<file path="src/rtl/nlc_pkg.sv">
`default_nettype none

package nlc_pkg;

  // Engine geometry
  localparam int NUM_CH       = 16;
  localparam int ORDER        = 5;
  localparam int FRAC_BITS    = 12;

  // Two normalization steps, then one multiply/add pair per coefficient below coeff[5]
  localparam int STEPS_PER_CH = 12;

  // Channel index
  typedef logic [3:0] ch_t;

  // Raw ADC sample and corrected output
  typedef logic signed [15:0] adc_t;

  // Fixed-point work word with FRAC_BITS fraction bits
  typedef logic signed [31:0] word_t;

  // One channel's calibration set
  typedef struct packed {
    word_t              neg_mean;
    word_t              recip_stdev;
    word_t [ORDER:0]    coeff;
  } cal_t;

  // Datapath operation for the current cycle
  typedef enum logic [3:0] {
    ST_ADD_MEAN,
    ST_MUL_STD,
    ST_MUL,
    ST_ADD
  } step_t;

  // One corrected output tagged with its channel
  typedef struct packed {
    ch_t  ch;
    adc_t value;
  } result_t;

  // Sample into the work format
  function automatic word_t to_word(input adc_t s);
    word_t w;
    w = word_t'(s);
    return w <<< FRAC_BITS;
  endfunction

  // Full-width product rescaled back to FRAC_BITS
  function automatic word_t fix_mul(input word_t a, input word_t b);
    logic signed [63:0] p;
    p = 64'(a) * 64'(b);
    return word_t'(p >>> FRAC_BITS);
  endfunction

  // Work word back to sample width as its integer part
  function automatic adc_t to_adc(input word_t w);
    word_t shifted;
    shifted = w >>> FRAC_BITS;
    return adc_t'(shifted);
  endfunction

endpackage

`default_nettype wire

</file>
<file path="src/rtl/chan_bank.sv">
`default_nettype none

// One register per channel
// Used for the calibration sets and for the raw samples
module chan_bank
  import nlc_pkg::*;
#(
  parameter type payload_t = adc_t
) (
  input  logic     clk,
  input  logic     rst,

  // Write side
  input  logic     we,
  input  ch_t      wr_ch,
  input  payload_t wr_data,

  // Read side, combinational
  input  ch_t      rd_ch,
  output payload_t rd_data
);

  payload_t regs [NUM_CH];

  always_ff @(posedge clk) begin
    if (rst) begin
      for (int i = 0; i < NUM_CH; i++) begin
        regs[i] <= '0;
      end
    end else if (we) begin
      regs[wr_ch] <= wr_data;
    end
  end

  assign rd_data = regs[rd_ch];

endmodule

`default_nettype wire

</file>
<file path="config.mk">
export PLATFORM = sky130hd
export DESIGN_NAME = chan_bank
export DESIGN_NICKNAME = d
export VERILOG_FILES = /design/src/rtl/nlc_pkg.sv /design/src/rtl/chan_bank.sv
export SDC_FILE = /design/constraint.sdc
export NUM_CORES = 1
export LEC_CHECK = 0
export BUFFER_PORTS_ARGS = -buffer_cell sky130_fd_sc_hd__buf_2
export CORE_AREA = 2 2 223 225
export CTS_CLUSTER_DIAMETER = 200
export DETAILED_ROUTE_END_ITERATION = 8
export DIE_AREA = 0 0 225 227
export PLACE_DENSITY = 0.39
export SYNTH_ARGS = -nofsm -noshare
export SYNTH_HDL_FRONTEND = slang
export SYNTH_SLANG_ARGS = --single-unit
</file>
<file path="constraint.sdc">
create_clock -name clk -period 1.55 [get_ports clk]
set_input_delay 0.0775 -clock clk [delete_from_list [all_inputs] [get_ports clk]]
set_output_delay 0.0775 -clock clk [all_outputs]
set_load 0.01 [all_outputs]
</file>
==> flow_summary.toml <==
[die]
start_util_pct = 23.8
die_h_um = 227
die_w_um = 225
core_region_area_sq_mm = 0.0485
ios = 43
die-area_sq_mm = 0.0511
row_count = 81

[detailed_routing]
antenna_left = 0
wl_per_cell_um = 22.6
drtPass1Iterations = 4
wl_mm = 33.1
first_iter_violations = 271
drc = 0
vias = 6317
via_per_inst = 4.31

[setup_path]
crit_buf_inv = 2
crit_chain = "mux4_2 -> a22oi_1 -> buf_4 -> nand2_2 -> buf_2"
crit_family = "multiplexers"
cp_data_arrival_time_ps = 1980
cp_max_fo = 1
start_kind = "register"
cp_data_required_time_ps = 1470
critPathKind = "reg -> out"
cpPeakStageDelay_ps = 520
endpoint_kind = "primary output"
crit_slowest_cell = "mux4_2"

[hold_path]
hold_class = "in -> reg"

[cells_and_area]
reg_top3 = "regs: 256 flops"
area_delta_synth_final_pct = 24.3
fin_nets = 844
largest_reg_flops = 256
drive_gt1_share_pct = 34.4
regMostFlops = "regs"
fin_util_pct = 29.6

[global_routing]
antenna_found_initial = 2
grt_usage_pct = 13.3
grt_max_degree = 25
grt_overflow_total = 0
grt_pass1_vias = 6839
grt_pass1_wl_mm = 49.0

[yosys]
syn_nets = 749
synth_area_per_cell_sq_um = 16.0
ys_seq_area_share_pct = 66.5
ys_types = 22
synth_warnings = 0
syn_area_sq_mm = 0.0116
synthCells = 722
ys_ff_latch = 256

[cts]
clk_pin_slew_ps = 60
htreeDepth = 1
post_cts_buffers = 0
numCtsBuffers = 31
cts.path.max_buffers = 3
hold_buffers = 0
root_buffer = "clkbuf_16"
cts_tree = "done"
clkSinkCount = 256

[run]
cap_violations = 0

[timing]
grt_setup_unrepaired = "yes"
finalHoldViolCount = 0
slew_headroom_pct = 61.7
setup_viol = 16
hold_slack_ps = 27.7
tightest_slew_ps = 574
setup_ws_ps = -509
fin_crit_ps = 2060
fmax_ghz = 0.486
drv_slew = 0
post-route-period-util_pct = 133

[placement]
hpwlAfterDp_mm = 21.0
finalWeightedCongestion = 0.707
portBuffers = 42
preCtsSetupSlack_ps = -256

[run_status]
status = "finished with violations"
violations = "setup timing"

[power]
vdd_drop_max_mv = 0.786
design_power_total_w = 0.0166
power_leakage_nw = 5.03
powerDensity_mw_per_mm2 = 1160
## cell usage in the layout, fill, tap and decap left out, drive strengths merged, types with 13 or more instances in the layout
cell type and instances:
a22oi 32, and2 257, buf 117, clkbuf 36, clkinv 14, edfxtp 256, mux4 64, nand2 17
nor2 13, or2 16
## cell usage after synthesis (all sizes together)
master | number | area [sq um]
or4b | 1 | 13.8
edfxtp | 256 | 7690
nor3 | 4 | 41.3
mux4 | 64 | 1440
or2 | 16 | 100
nand2 | 17 | 63.8
nand4b | 1 | 8.76
and2 | 257 | 1630
nand4bb | 2 | 32.5
nand2b | 2 | 12.5
nor2b | 2 | 12.5
nor2 | 13 | 61.3
a22oi | 32 | 240
buf | 9 | 42.5
clkbuf | 46 | 176
## routing by layer
metal  up-vias  GRT usage (%)  wire, um
li1       2877              -         -
met4         0           2.80       619
met1      3243           18.7     15300
met3        47           2.09      1580
met2       150           21.9     15600
met5         -              0         0
## metrics by stage
step,setup TNS (ps),instance area (sq um),cells
detailed placement,-5240,13200,1406
finish,-7140,14400,1464
global placement,-4730,13200,1406
floorplan,0,11600,722
CTS,-8460,14300,1461
global route,-8640,14400,1461
## where the power goes
| part | internal, W | switching, W |
|---|---|---|
| clock | 0.00413 | 0.00287 |
| combinational | 0.000702 | 0.000820 |
| sequential | 0.00801 | 0.000106 |
## logic make-up (layout without fill, tap and decap cells)
family	after synthesis	after routing	share of synthesized area, %
and+or+nand+nor	315	315	17.1
DFF	256	256	66.5
AOI/OAI and AO/OA	32	32	2.08
buffers and inverters	55	172	1.89
other	0	3	0
muxes	64	64	12.5
## timing repair
action / CTS / global route
endpoints found under the setup margin: 16 / 16
resized for setup: 25 / 9
pin swaps: 10 / 8
## area by class of cell
cell class | count | area [sq um]
Clock buffer | 36 | 795
Fill cell | 4787 | 34200
Multi-Input combinational cell | 411 | 3780
Antenna cell | 3 | 7.51
Clock inverter | 19 | 170
Sequential cell | 256 | 7690
Tap cell | 622 | 778
Timing Repair Buffer | 117 | 1160
## path summary, 6_finish.rpt
path | from | endpoint | depth (start not counted)
worst min-delay path | wr_data[6] | regs[7][6] | 2
worst max-delay path | regs[7][7] | rd_data[7] | 5
Power figures use the tool's default switching activity.
