## config.mk

```make
export PLATFORM = sky130hd
export DESIGN_NAME = nlc_sequencer
export DESIGN_NICKNAME = d
export VERILOG_FILES = /design/src/rtl/nlc_pkg.sv /design/src/rtl/nlc_sequencer.sv
export SDC_FILE = /design/constraint.sdc
export NUM_CORES = 1
export LEC_CHECK = 0
export ABC_AREA = 1
export BUFFER_PORTS_ARGS = -buffer_cell sky130_fd_sc_hd__buf_2
export CORE_MARGIN = 2
export CORE_UTILIZATION = 36
export CTS_CLUSTER_SIZE = 40
export DETAILED_ROUTE_END_ITERATION = 6
export PLACE_DENSITY_LB_ADDON = 0.3
export SLEW_MARGIN = 0
export SYNTH_ARGS = -nofsm -noshare
export SYNTH_HDL_FRONTEND = slang
export SYNTH_SLANG_ARGS = --single-unit
```

## constraint.sdc

```tcl
create_clock -name clk -period 1.45 [get_ports clk]
set_input_delay 0.145 -clock clk [delete_from_list [all_inputs] [get_ports clk]]
set_output_delay 0.145 -clock clk [all_outputs]
set_load 0.02 [all_outputs]
```

## src/rtl/nlc_pkg.sv

```systemverilog
`default_nettype none

package nlc_pkg;

  // Engine geometry
  localparam int NUM_CH       = 16;
  localparam int ORDER        = 5;
  localparam int FRAC_BITS    = 12;

  // Two normalization steps, then one multiply/add pair per coefficient below coeff[5]
  localparam int STEPS_PER_CH = 12;

  // Channel index
  typedef logic [3:0] ch_t;

  // Raw ADC sample and corrected output
  typedef logic signed [15:0] adc_t;

  // Fixed-point work word with FRAC_BITS fraction bits
  typedef logic signed [31:0] word_t;

  // One channel's calibration set
  typedef struct packed {
    word_t              neg_mean;
    word_t              recip_stdev;
    word_t [ORDER:0]    coeff;
  } cal_t;

  // Datapath operation for the current cycle
  typedef enum logic [3:0] {
    ST_ADD_MEAN,
    ST_MUL_STD,
    ST_MUL,
    ST_ADD
  } step_t;

  // One corrected output tagged with its channel
  typedef struct packed {
    ch_t  ch;
    adc_t value;
  } result_t;

  // Sample into the work format
  function automatic word_t to_word(input adc_t s);
    word_t w;
    w = word_t'(s);
    return w <<< FRAC_BITS;
  endfunction

  // Full-width product rescaled back to FRAC_BITS
  function automatic word_t fix_mul(input word_t a, input word_t b);
    logic signed [63:0] p;
    p = 64'(a) * 64'(b);
    return word_t'(p >>> FRAC_BITS);
  endfunction

  // Work word back to sample width as its integer part
  function automatic adc_t to_adc(input word_t w);
    word_t shifted;
    shifted = w >>> FRAC_BITS;
    return adc_t'(shifted);
  endfunction

endpackage

`default_nettype wire

```

## src/rtl/nlc_sequencer.sv

```systemverilog
`default_nettype none

// Walks all channels in order with STEPS_PER_CH cycles each
module nlc_sequencer
  import nlc_pkg::*;
(
  input  logic       clk,
  input  logic       rst,

  input  logic       start,
  output logic       busy,

  // To banks and datapath
  output ch_t        rd_ch,
  output step_t      step,
  output logic [2:0] coeff_idx,
  output logic       last,

  output logic       done
);

  ch_t        ch_cnt;
  logic [3:0] step_cnt;

  // Final step of the current channel
  assign last = busy && (step_cnt == 4'(STEPS_PER_CH - 1));

  assign rd_ch = ch_cnt;

  always_ff @(posedge clk) begin
    if (rst) begin
      busy     <= 1'b0;
      done     <= 1'b0;
      ch_cnt   <= '0;
      step_cnt <= '0;
    end else begin
      done <= 1'b0;
      if (!busy) begin
        // Start is ignored while a pass runs
        if (start) begin
          busy     <= 1'b1;
          ch_cnt   <= '0;
          step_cnt <= '0;
        end
      end else if (last) begin
        step_cnt <= '0;
        ch_cnt   <= ch_cnt + 1'b1;
        if (ch_cnt == ch_t'(NUM_CH - 1)) begin
          // Lines up with the final out_valid
          busy <= 1'b0;
          done <= 1'b1;
        end
      end else begin
        step_cnt <= step_cnt + 1'b1;
      end
    end
  end

  // Step kind from the count
  // 0 and 1 normalize, then even counts multiply and odd counts add
  always_comb begin
    if (step_cnt == 4'd0) begin
      step = ST_ADD_MEAN;
    end else if (step_cnt == 4'd1) begin
      step = ST_MUL_STD;
    end else if (!step_cnt[0]) begin
      step = ST_MUL;
    end else begin
      step = ST_ADD;
    end
  end

  // Pair for coeff[k] sits at counts 10-2k and 11-2k
  // The MUL of a pair sees k+1 and the ADD sees k
  always_comb begin
    if (step_cnt < 4'd2) begin
      coeff_idx = '0;
    end else begin
      coeff_idx = 3'((4'(STEPS_PER_CH) - step_cnt) >> 1);
    end
  end

endmodule

`default_nettype wire

```

==> results.toml <==
[floorplanning]
coreArea_sq_um = 1690
fp.dieW_um = 46.1
std_cell_rows = 15
die-area_sq_um = 2120
start_util = 0.377
die_y_um = 46.1
io-pin-count = 17

[yosys]
synth.avg_cell_area_sq_um = 7.77
ys_seq_elements = 10
ys.warnings.count = 0
synth.area.top_cells = "dfxtp_1, ha_1, nand2_1, a21oi_1, o21ai_0"
yosys.area_share.simple = 0.312
synth_mux_area_frac = 0
synth_top_family_by_area = "simple AND/OR/NAND/NOR gates"
seq_area_frac_synth = 0.314
synth_compound_gate_area_share = 0.163
synth-xor-area-share = 0.0275
postSynthCellCount = 82
synth_top_cell_area_share = 0.314
synth_adder_area_share = 0.0786
synth_cell_type_count = 23
netlist_area_sq_um = 637
synth_largest_area_cell = "dfxtp_1"

[critical_path]
cp-start-kind = "flip-flop"
r2r-end = "rd_ch[0]"
r2r_slack_ns = 0.25
crit_chain = "inv_2 -> ha_4 -> or2_4 -> a21oi_2 -> buf_4"
crit_arrival_ns = 1.30
slowest_delay_ns = 0.35
crit_fanout = 3
critical_path_class = "flip-flop to output pin"
required_ns = 1.31
rr_worst_depth = 4
end_kind = "output pin"
crit_slowest_cell = "dfxtp_2"
startpoint = "step_cnt[1]"
worstReg2RegStart = "step_cnt[1]"
endpoint = "coeff_idx[1]"

[drt]
via_per_inst = 5.11
drc = 0
drtIter0Drc = 13
ant_nets = 0
wl_per_cell_um = 10.8
first_pass_iters = 2
num_vias = 603
routed_wl_mm = 1.28

[cells_and_area]
drive_gt1_frac = 0.446
final_util = 0.484
num_antenna_cells = 0
design_area_sq_um = 817
fillCellCount = 173
fin_nets = 110
layout.cells.non_filler = 118
regArea_sq_um = 205
syn_to_final_growth_pct = 28.3
multiInputGateArea_sq_um = 424

[timing]
final.period_utilization = 0.994
final-setup-viol-count = 0
finalHoldViolCount = 0
worst_slack_ns = 0.00903
fmax_mhz = 694
min_period_ns = 1.44
hold_ws_ns = 0.144
slew_viol_final = 0
skew_ns = 0.00120
rsz0062_at_grt = "yes"
tns_ns = 0

[pwr]
comb_power_share = 0.194
p_switching_mw = 0.154
total_power_mw = 0.575
power.density_nw_per_um2 = 704
p_int_mw = 0.421
power.leakage_nw = 0.360
max-vdd-ir-drop_mv = 0.532
p_seq_frac = 0.500
power_frac_clock = 0.306
switching_share = 0.268

[run]
max_cap_violations = 0

[placement]
port_buffers = 14
dp_hpwl_um = 952
dp_cells = 113
post_dp_cell_area_sq_um = 724
dp_worst_setup_slack_ns = 0.0529
gp_congestion = 0.737

[clocking]
cts_max_path_buffers = 2
cts.reportedPaths.clkPinSlew_ns = 0.06
clock-sinks = 10
cts-buffers-inserted = 3
cts_tree = "done"
cts.htree.levels = 1
clockRootBuffer = "clkbuf_4"
clk_latency_ns = 0.26

[grt]
grt_usage = 0.149
grt_pass1_vias = 519
grt_max_degree = 9
antenna_found_initial = 0
grt_first_pass_wirelength_mm = 2.29
overflow = 0

[run_status]
status = "completed"

[hold_path]
hold_path.class = "primary input to flip-flop"
==> critical path, delay by kind of cell, from the launching register on <==
family / cells / cell delay (ns)
AND/OR/NAND/NOR: 1 / 0.22
buffers and inverters: 2 / 0.21
flip-flops: 1 / 0.35
AO/OA/AOI/OAI: 1 / 0.11
adder cells (fa/ha/maj): 1 / 0.16
==> metal layers <==
layer  wire length [um]  global-route usage  up-vias  part of all wire
li1                   -                   -      308                 -
met1                524               0.176      276              0.41
met2                669               0.261       14              0.52
met3                 51              0.0235        5             0.040
met4                 29              0.0686        0             0.023
met5                  0                   0        -                 0
==> worst min path at each step <==
stage | endpoint | slack [ns] | cells past startpoint | startpoint
final | rd_ch[1] | 0.14 | 2 | rst
after global routing | rd_ch[3] | 0.16 | 2 | rst
after global placement | rd_ch[1] | 0.42 | 2 | rst
after CTS | rd_ch[3] | 0.15 | 2 | rst
after floorplan | rd_ch[1] | 0.21 | 1 | rst
after detailed placement | rd_ch[3] | 0.42 | 2 | rst
==> synth_stat cells <==
library cell  count
nor2_1            6
nor2_8            1
nand3_2           1
buf_4             2
o21ai_0           6
dfxtp_1          10
ha_1              4
a21oi_2           3
a21boi_1          1
inv_4             1
nand3_4           1
nand3_1           5
nand2_2           2
a21oi_1           8
buf_6             1
conb_1            1
nand4_1           3
nand2_1          13
or2_2             1
inv_1             8
nor4_2            1
xor2_1            2
nor3_1            1
==> power groups by stage <==
| stage | logic, mW | registers (mW) | clock network [mW] |
|---|---|---|---|
| final | 0.111 | 0.288 | 0.176 |
| after global routing | 0.123 | 0.288 | 0.188 |
| after global placement | 0.0855 | 0.292 | 0 |
| after detailed placement | 0.0865 | 0.293 | 0 |
| after CTS | 0.0998 | 0.288 | 0.180 |
| after floorplan | 0.0571 | 0.296 | 0 |
==> sequential cells by signal, summed over array words and instances (netlist names) <==
register	flops
done	1
step_cnt	4
rd_ch	4
busy	1
==> what timing repair did <==
action,in CTS,in global routing
buffers inserted,2,0
endpoints found under the setup margin,5,5
resized for setup,12,8
hold buffers,0,0
pin swaps,3,2
==> cells in the final DEF (no fill, tap or decap), types with 3 or more instances in the layout <==
master and count:
nor2_1 6, a21oi_1 6, nand2_1 13, dfxtp_2 4, buf_2 11, a21oi_2 5, nand4_1 3, inv_1 6
nand3_1 5, dfxtp_1 6, buf_4 7, o21ai_0 4, clkbuf_4 3
==> cell type report <==
class                   count  share of cell area
multi-input cells          61               0.519
flip-flops and latches     10               0.251
repair buffers             18               0.132
inverters                   9              0.0444
clock buffers               3              0.0276
well taps                  17              0.0260
==> cells by family after synthesis <==
family	count (synthesis)
xor gates and xnor gates	2
and+or+nand+nor	35
buffers and inverters	12
adders and majority gates	4
AOI/OAI and AO/OA	18
DFF	10
other	1
(Power assumes the default switching activity.)
