File: config.mk
export PLATFORM = sky130hd
export DESIGN_NAME = nlc_datapath
export DESIGN_NICKNAME = d
export VERILOG_FILES = /design/src/rtl/nlc_pkg.sv /design/src/rtl/nlc_datapath.sv
export SDC_FILE = /design/constraint.sdc
export NUM_CORES = 2
export LEC_CHECK = 0
export BUFFER_PORTS_ARGS = -buffer_cell sky130_fd_sc_hd__buf_2
export CAP_MARGIN = 20
export CORE_AREA = 3 3 318 320
export CTS_BUF_LIST = sky130_fd_sc_hd__clkbuf_16
export CTS_CLUSTER_DIAMETER = 120
export CTS_CLUSTER_SIZE = 16
export DETAILED_ROUTE_END_ITERATION = 10
export DIE_AREA = 0 0 321 323
export PLACE_DENSITY_LB_ADDON = 0.08
export SYNTH_ARGS = -nofsm -noshare
export SYNTH_HDL_FRONTEND = slang
export SYNTH_SLANG_ARGS = --single-unit
File: constraint.sdc
create_clock -name clk -period 12.23 [get_ports clk]
set_input_delay 2.446 -clock clk [delete_from_list [all_inputs] [get_ports clk]]
set_output_delay 2.446 -clock clk [all_outputs]
set_load 0.02 [all_outputs]
File: src/rtl/nlc_pkg.sv
`default_nettype none

package nlc_pkg;

  // Engine geometry
  localparam int NUM_CH       = 16;
  localparam int ORDER        = 5;
  localparam int FRAC_BITS    = 12;

  // Two normalization steps, then one multiply/add pair per coefficient below coeff[5]
  localparam int STEPS_PER_CH = 12;

  // Channel index
  typedef logic [3:0] ch_t;

  // Raw ADC sample and corrected output
  typedef logic signed [15:0] adc_t;

  // Fixed-point work word with FRAC_BITS fraction bits
  typedef logic signed [31:0] word_t;

  // One channel's calibration set
  typedef struct packed {
    word_t              neg_mean;
    word_t              recip_stdev;
    word_t [ORDER:0]    coeff;
  } cal_t;

  // Datapath operation for the current cycle
  typedef enum logic [3:0] {
    ST_ADD_MEAN,
    ST_MUL_STD,
    ST_MUL,
    ST_ADD
  } step_t;

  // One corrected output tagged with its channel
  typedef struct packed {
    ch_t  ch;
    adc_t value;
  } result_t;

  // Sample into the work format
  function automatic word_t to_word(input adc_t s);
    word_t w;
    w = word_t'(s);
    return w <<< FRAC_BITS;
  endfunction

  // Full-width product rescaled back to FRAC_BITS
  function automatic word_t fix_mul(input word_t a, input word_t b);
    logic signed [63:0] p;
    p = 64'(a) * 64'(b);
    return word_t'(p >>> FRAC_BITS);
  endfunction

  // Work word back to sample width as its integer part
  function automatic adc_t to_adc(input word_t w);
    word_t shifted;
    shifted = w >>> FRAC_BITS;
    return adc_t'(shifted);
  endfunction

endpackage

`default_nettype wire

File: src/rtl/nlc_datapath.sv
`default_nettype none

// Normalization and Horner evaluation, one operation per cycle
module nlc_datapath
  import nlc_pkg::*;
(
  input  logic       clk,
  input  logic       rst,

  // From the sequencer
  input  step_t      step,
  input  logic [2:0] coeff_idx,
  input  logic       last,
  input  ch_t        rd_ch,

  // From the banks
  input  cal_t       cal,
  input  adc_t       sample,

  output logic       out_valid,
  output result_t    out
);

  word_t acc;
  word_t norm;
  word_t acc_next;
  word_t norm_next;
  word_t mul_op;
  word_t add_op;

  // First pair starts Horner from the top coefficient
  assign mul_op = (coeff_idx == 3'(ORDER)) ? cal.coeff[ORDER] : acc;

  assign add_op = cal.coeff[coeff_idx];

  always_comb begin
    acc_next  = acc;
    norm_next = norm;
    case (step)
      ST_ADD_MEAN: begin
        acc_next = to_word(sample) + cal.neg_mean;
      end
      ST_MUL_STD: begin
        norm_next = fix_mul(acc, cal.recip_stdev);
      end
      ST_MUL: begin
        acc_next = fix_mul(mul_op, norm);
      end
      ST_ADD: begin
        acc_next = acc + add_op;
      end
      default: begin
        acc_next = acc;
      end
    endcase
  end

  always_ff @(posedge clk) begin
    acc  <= acc_next;
    norm <= norm_next;
  end

  // Result taken straight from the final add
  always_ff @(posedge clk) begin
    if (last) begin
      out.ch    <= rd_ch;
      out.value <= to_adc(acc_next);
    end
  end

  always_ff @(posedge clk) begin
    if (rst) begin
      out_valid <= 1'b0;
    end else begin
      out_valid <= last;
    end
  end

endmodule

`default_nettype wire

==> PnR_summary.wiki <==
{| class="wikitable"
! Metric !! Value
|-
| Via density per instance || 5.72
|-
| First-pass iteration count of the detailed router || 7
|-
| Worst skew pair latency || 0.41 ns
|-
| Commonest cells after routing, fill and taps aside || inv_1, fa_1, nand2_1, and2_1, ha_1
|-
| CP Launch Type || primary input
|-
| Launching instance or port of the critical path || coeff_idx[1]
|-
| Largest incremental delay on the critical path || 0.64 ns
|-
| Detailed-route via count || 44525
|-
| Number of distinct library cells after synthesis || 82
|-
| Floorplan row count || 115
|-
| Cell type group with the largest total delay on the critical path || adder cells
|-
| Most frequent standard cell in the layout excluding fill and tap cells || inv_1
|-
| Hold Buf Count CTS || 0
|-
| Top flip-flop cell by instance count after synthesis || edfxtp_1
|-
| Post-cts resize count || 0
|-
| Number of antenna violations at the first check in global routing || 14
|-
| Die outline height || 323 um
|-
| RSZ-0062 raised after global routing || no
|-
| Number of clock sinks || 85
|-
| Worst hold start || acc[26]
|-
| Last weighted congestion value of the routability-driven placer || 0.962
|-
| Iteration-0 DRC Markers || 3616
|-
| Count of flip-flops with a built-in enable after synthesis || 68
|-
| CP Data Arrival Time || 11.54 ns
|-
| Gate count of the mapped netlist || 6426
|-
| Clock period minus worst slack || 11.41 ns
|-
| Maximum clock insertion buffer count || 2
|-
| Combined buffer and inverter count along the critical path || 4
|-
| Antenna-violating nets left || 0
|-
| Total wire length || 179000 um
|-
| Die width || 321 um
|-
| Post-CTS setup repair buffer count || 0
|-
| Synth Area per Inst || 9.17 sq um
|-
| Root Buffer || clkbuf_16
|-
| Post-synthesis async set-or-reset flop share || 0%
|-
| Headroom to the max-slew limit || 26.4%
|-
| Worst clock skew on the final layout || 0.0244 ns
|-
| Hold violation count in the final report || 0
|-
| Number of synthesized register bits || 85
|-
| Post-route DRC violation count || 0
|-
| Overall overflow remaining after global route || 0
|-
| Routed wire per std cell || 23.0 um
|-
| Critical Path Most Common Cell || fa_1
|-
| Pin count of the biggest net entering global routing || 37
|-
| Req. time, crit path || 12.36 ns
|-
| Die area || 104000 sq um
|-
| H-tree Lvls || 3
|-
| Worst Reg2Reg Path Length in Cells || 25
|-
| Maximum capacitance violations || 0
|-
| # IOs || 307
|-
| Layout area overhead || 4.78%
|-
| Number of port buffers || 306
|-
| Maximum clock frequency || 0.0876 GHz
|-
| First-pass GRT wire length || 281000 um
|-
| Count of synthesis-stage warnings from yosys || 0
|-
| Proportion of synthesized chip area in sequential cells || 4.04%
|-
| Global Route Usage Sum || 36.2%
|-
| TritonCTS clock tree || built
|-
| FF-to-FF Start || acc[7]
|-
| Final net count || 8627
|-
| Placeable core region || 98400 sq um
|-
| Detailed-placement wirelength estimate || 144000 um
|-
| Effective utilization at floorplan || 59.9%
|-
| Area of the mapped netlist || 58900 sq um
|-
| CP Capture Type || register
|-
| Largest fanout on the critical path || 23
|-
| Worst Setup Path Type || primary input to register
|-
| Share of layout cells above drive strength 1 || 7.57%
|-
| Number of endpoints failing setup at the final stage || 0
|-
| Number of instances on the worst hold path || 3
|-
| Number of buffers added by the clock tree synthesis step || 9
|-
| Final cycle utilization of the critical path || 93.3%
|-
| Result of the run || finished clean
|-
| Worst slew pin tran || 1.10 ns
|-
| Cell count along the critical path || 26
|-
| Final sum of negative setup slack || 0 ns
|-
| Syn Nets || 8572
|-
| Vias in the first global route || 48258
|-
| Max Slew Vio Count || 0
|-
| Clock Pin Slew Worst Setup and Hold Paths || 0.08 ns
|-
| Max stage delay cell, worst path || mux2_2
|-
| Class of the worst hold path || register to register
|}
## Yosys cell counts, types with 12 or more instances
master	instances	area [sq um]
a22oi_1	13	97.6
a21o_1	63	473
nand2b_1	20	125
xnor2_1	143	1250
ha_1	368	4600
clkbuf_1	326	1220
nor2_1	64	240
xor2_1	49	429
o21ai_0	43	215
dfxtp_1	17	340
mux2i_1	36	360
and3_1	12	75.1
o22ai_1	37	231
nand2_1	1018	3820
edfxtp_1	68	2040
nor3_1	17	85.1
inv_1	1590	5970
o21ai_1	19	95.1
nor2b_1	18	113
nand3_1	18	90.1
and2_1	669	4190
mux4_2	32	721
fa_1	1492	29900
mux2_2	27	304
o21a_1	13	97.6
a21oi_1	86	430
## stage by stage
step           hold slack (ns)  std cells  instance area, sq um  utilization [%]  setup WS (ns)
3_5_place_dp             0.765       7754                 61300             62.3          0.615
6_report                 0.791       7783                 61700             62.7          0.817
3_3_place_gp             0.740       7754                 61300             62.3          0.757
4_1_cts                  0.777       7770                 61600             62.6           1.05
5_1_grt                  0.830       7775                 61700             62.7          0.588
2_1_floorplan            0.569       6426                 58900                -           1.83
## path summary, 6_finish.rpt
kind	endpoint	slack, ns
setup / recovery	acc[30]	0.82
hold / removal	acc[26]	0.79
setup reg to reg	acc[30]	2.71
hold reg to reg	acc[26]	0.79
## sequential cells by signal (all words and copies together) (netlist names)
signal / count
acc: 32
norm: 32
out_valid: 1
out: 20
## layer usage
layer | GRT usage [%] | vias to the layer above | share of wire [%]
li1 | - | 18802 | -
met1 | 47.6 | 23164 | 39
met2 | 57.4 | 2175 | 46
met3 | 10.4 | 368 | 11
met4 | 13.4 | 16 | 4.3
met5 | 1.18 | - | 0.14
## cells by family (layout without fill, tap and decap cells)
| group | count (synthesis) | in the layout | synth area share [%] |
|---|---|---|---|
| muxes | 101 | 101 | 2.49 |
| xor gates and xnor gates | 193 | 193 | 2.89 |
| DFF | 85 | 85 | 4.04 |
| AOI/OAI and AO/OA | 383 | 383 | 4.43 |
| and+or+nand+nor | 1874 | 1874 | 15.3 |
| adders and majority gates | 1860 | 1860 | 58.5 |
| other | 0 | 10 | 0 |
| buffers and inverters | 1930 | 1990 | 12.3 |
## cell type report
| class | count | area [sq um] |
|---|---|---|
| Inverter | 1591 | 5970 |
| Antenna cell | 10 | 25.0 |
| Clock inverter | 7 | 71.3 |
| Fill cell | 8573 | 36700 |
| Clock buffer | 9 | 225 |
| Timing Repair Buffer | 383 | 2160 |
| Tap cell | 1287 | 1610 |
| Sequential cell | 85 | 2380 |
| Multi-Input combinational cell | 4411 | 49300 |
## worst reg2reg max path, cell delays in order (launching register included)
cell	delay, ns
edfxtp_1	0.33
buf_4	0.53
mux2_2	0.74
buf_4	0.34
and2_1	0.17
fa_1	0.44
fa_1	0.52
inv_1	0.05
fa_1	0.47
inv_1	0.05
fa_1	0.42
fa_1	0.47
fa_1	0.58
fa_1	0.45
fa_1	0.45
ha_1	0.42
a21o_1	0.23
a21o_1	0.16
a21oi_1	0.59
nand4b_1	0.45
o31ai_4	0.48
o211a_2	0.34
o21ai_2	0.09
a21oi_1	0.18
xor2_1	0.16
o221ai_1	0.14
Power is left out: the tool's default activity adds up to more than one toggle a clock period on the data nets, which glitch-free logic cannot reach.
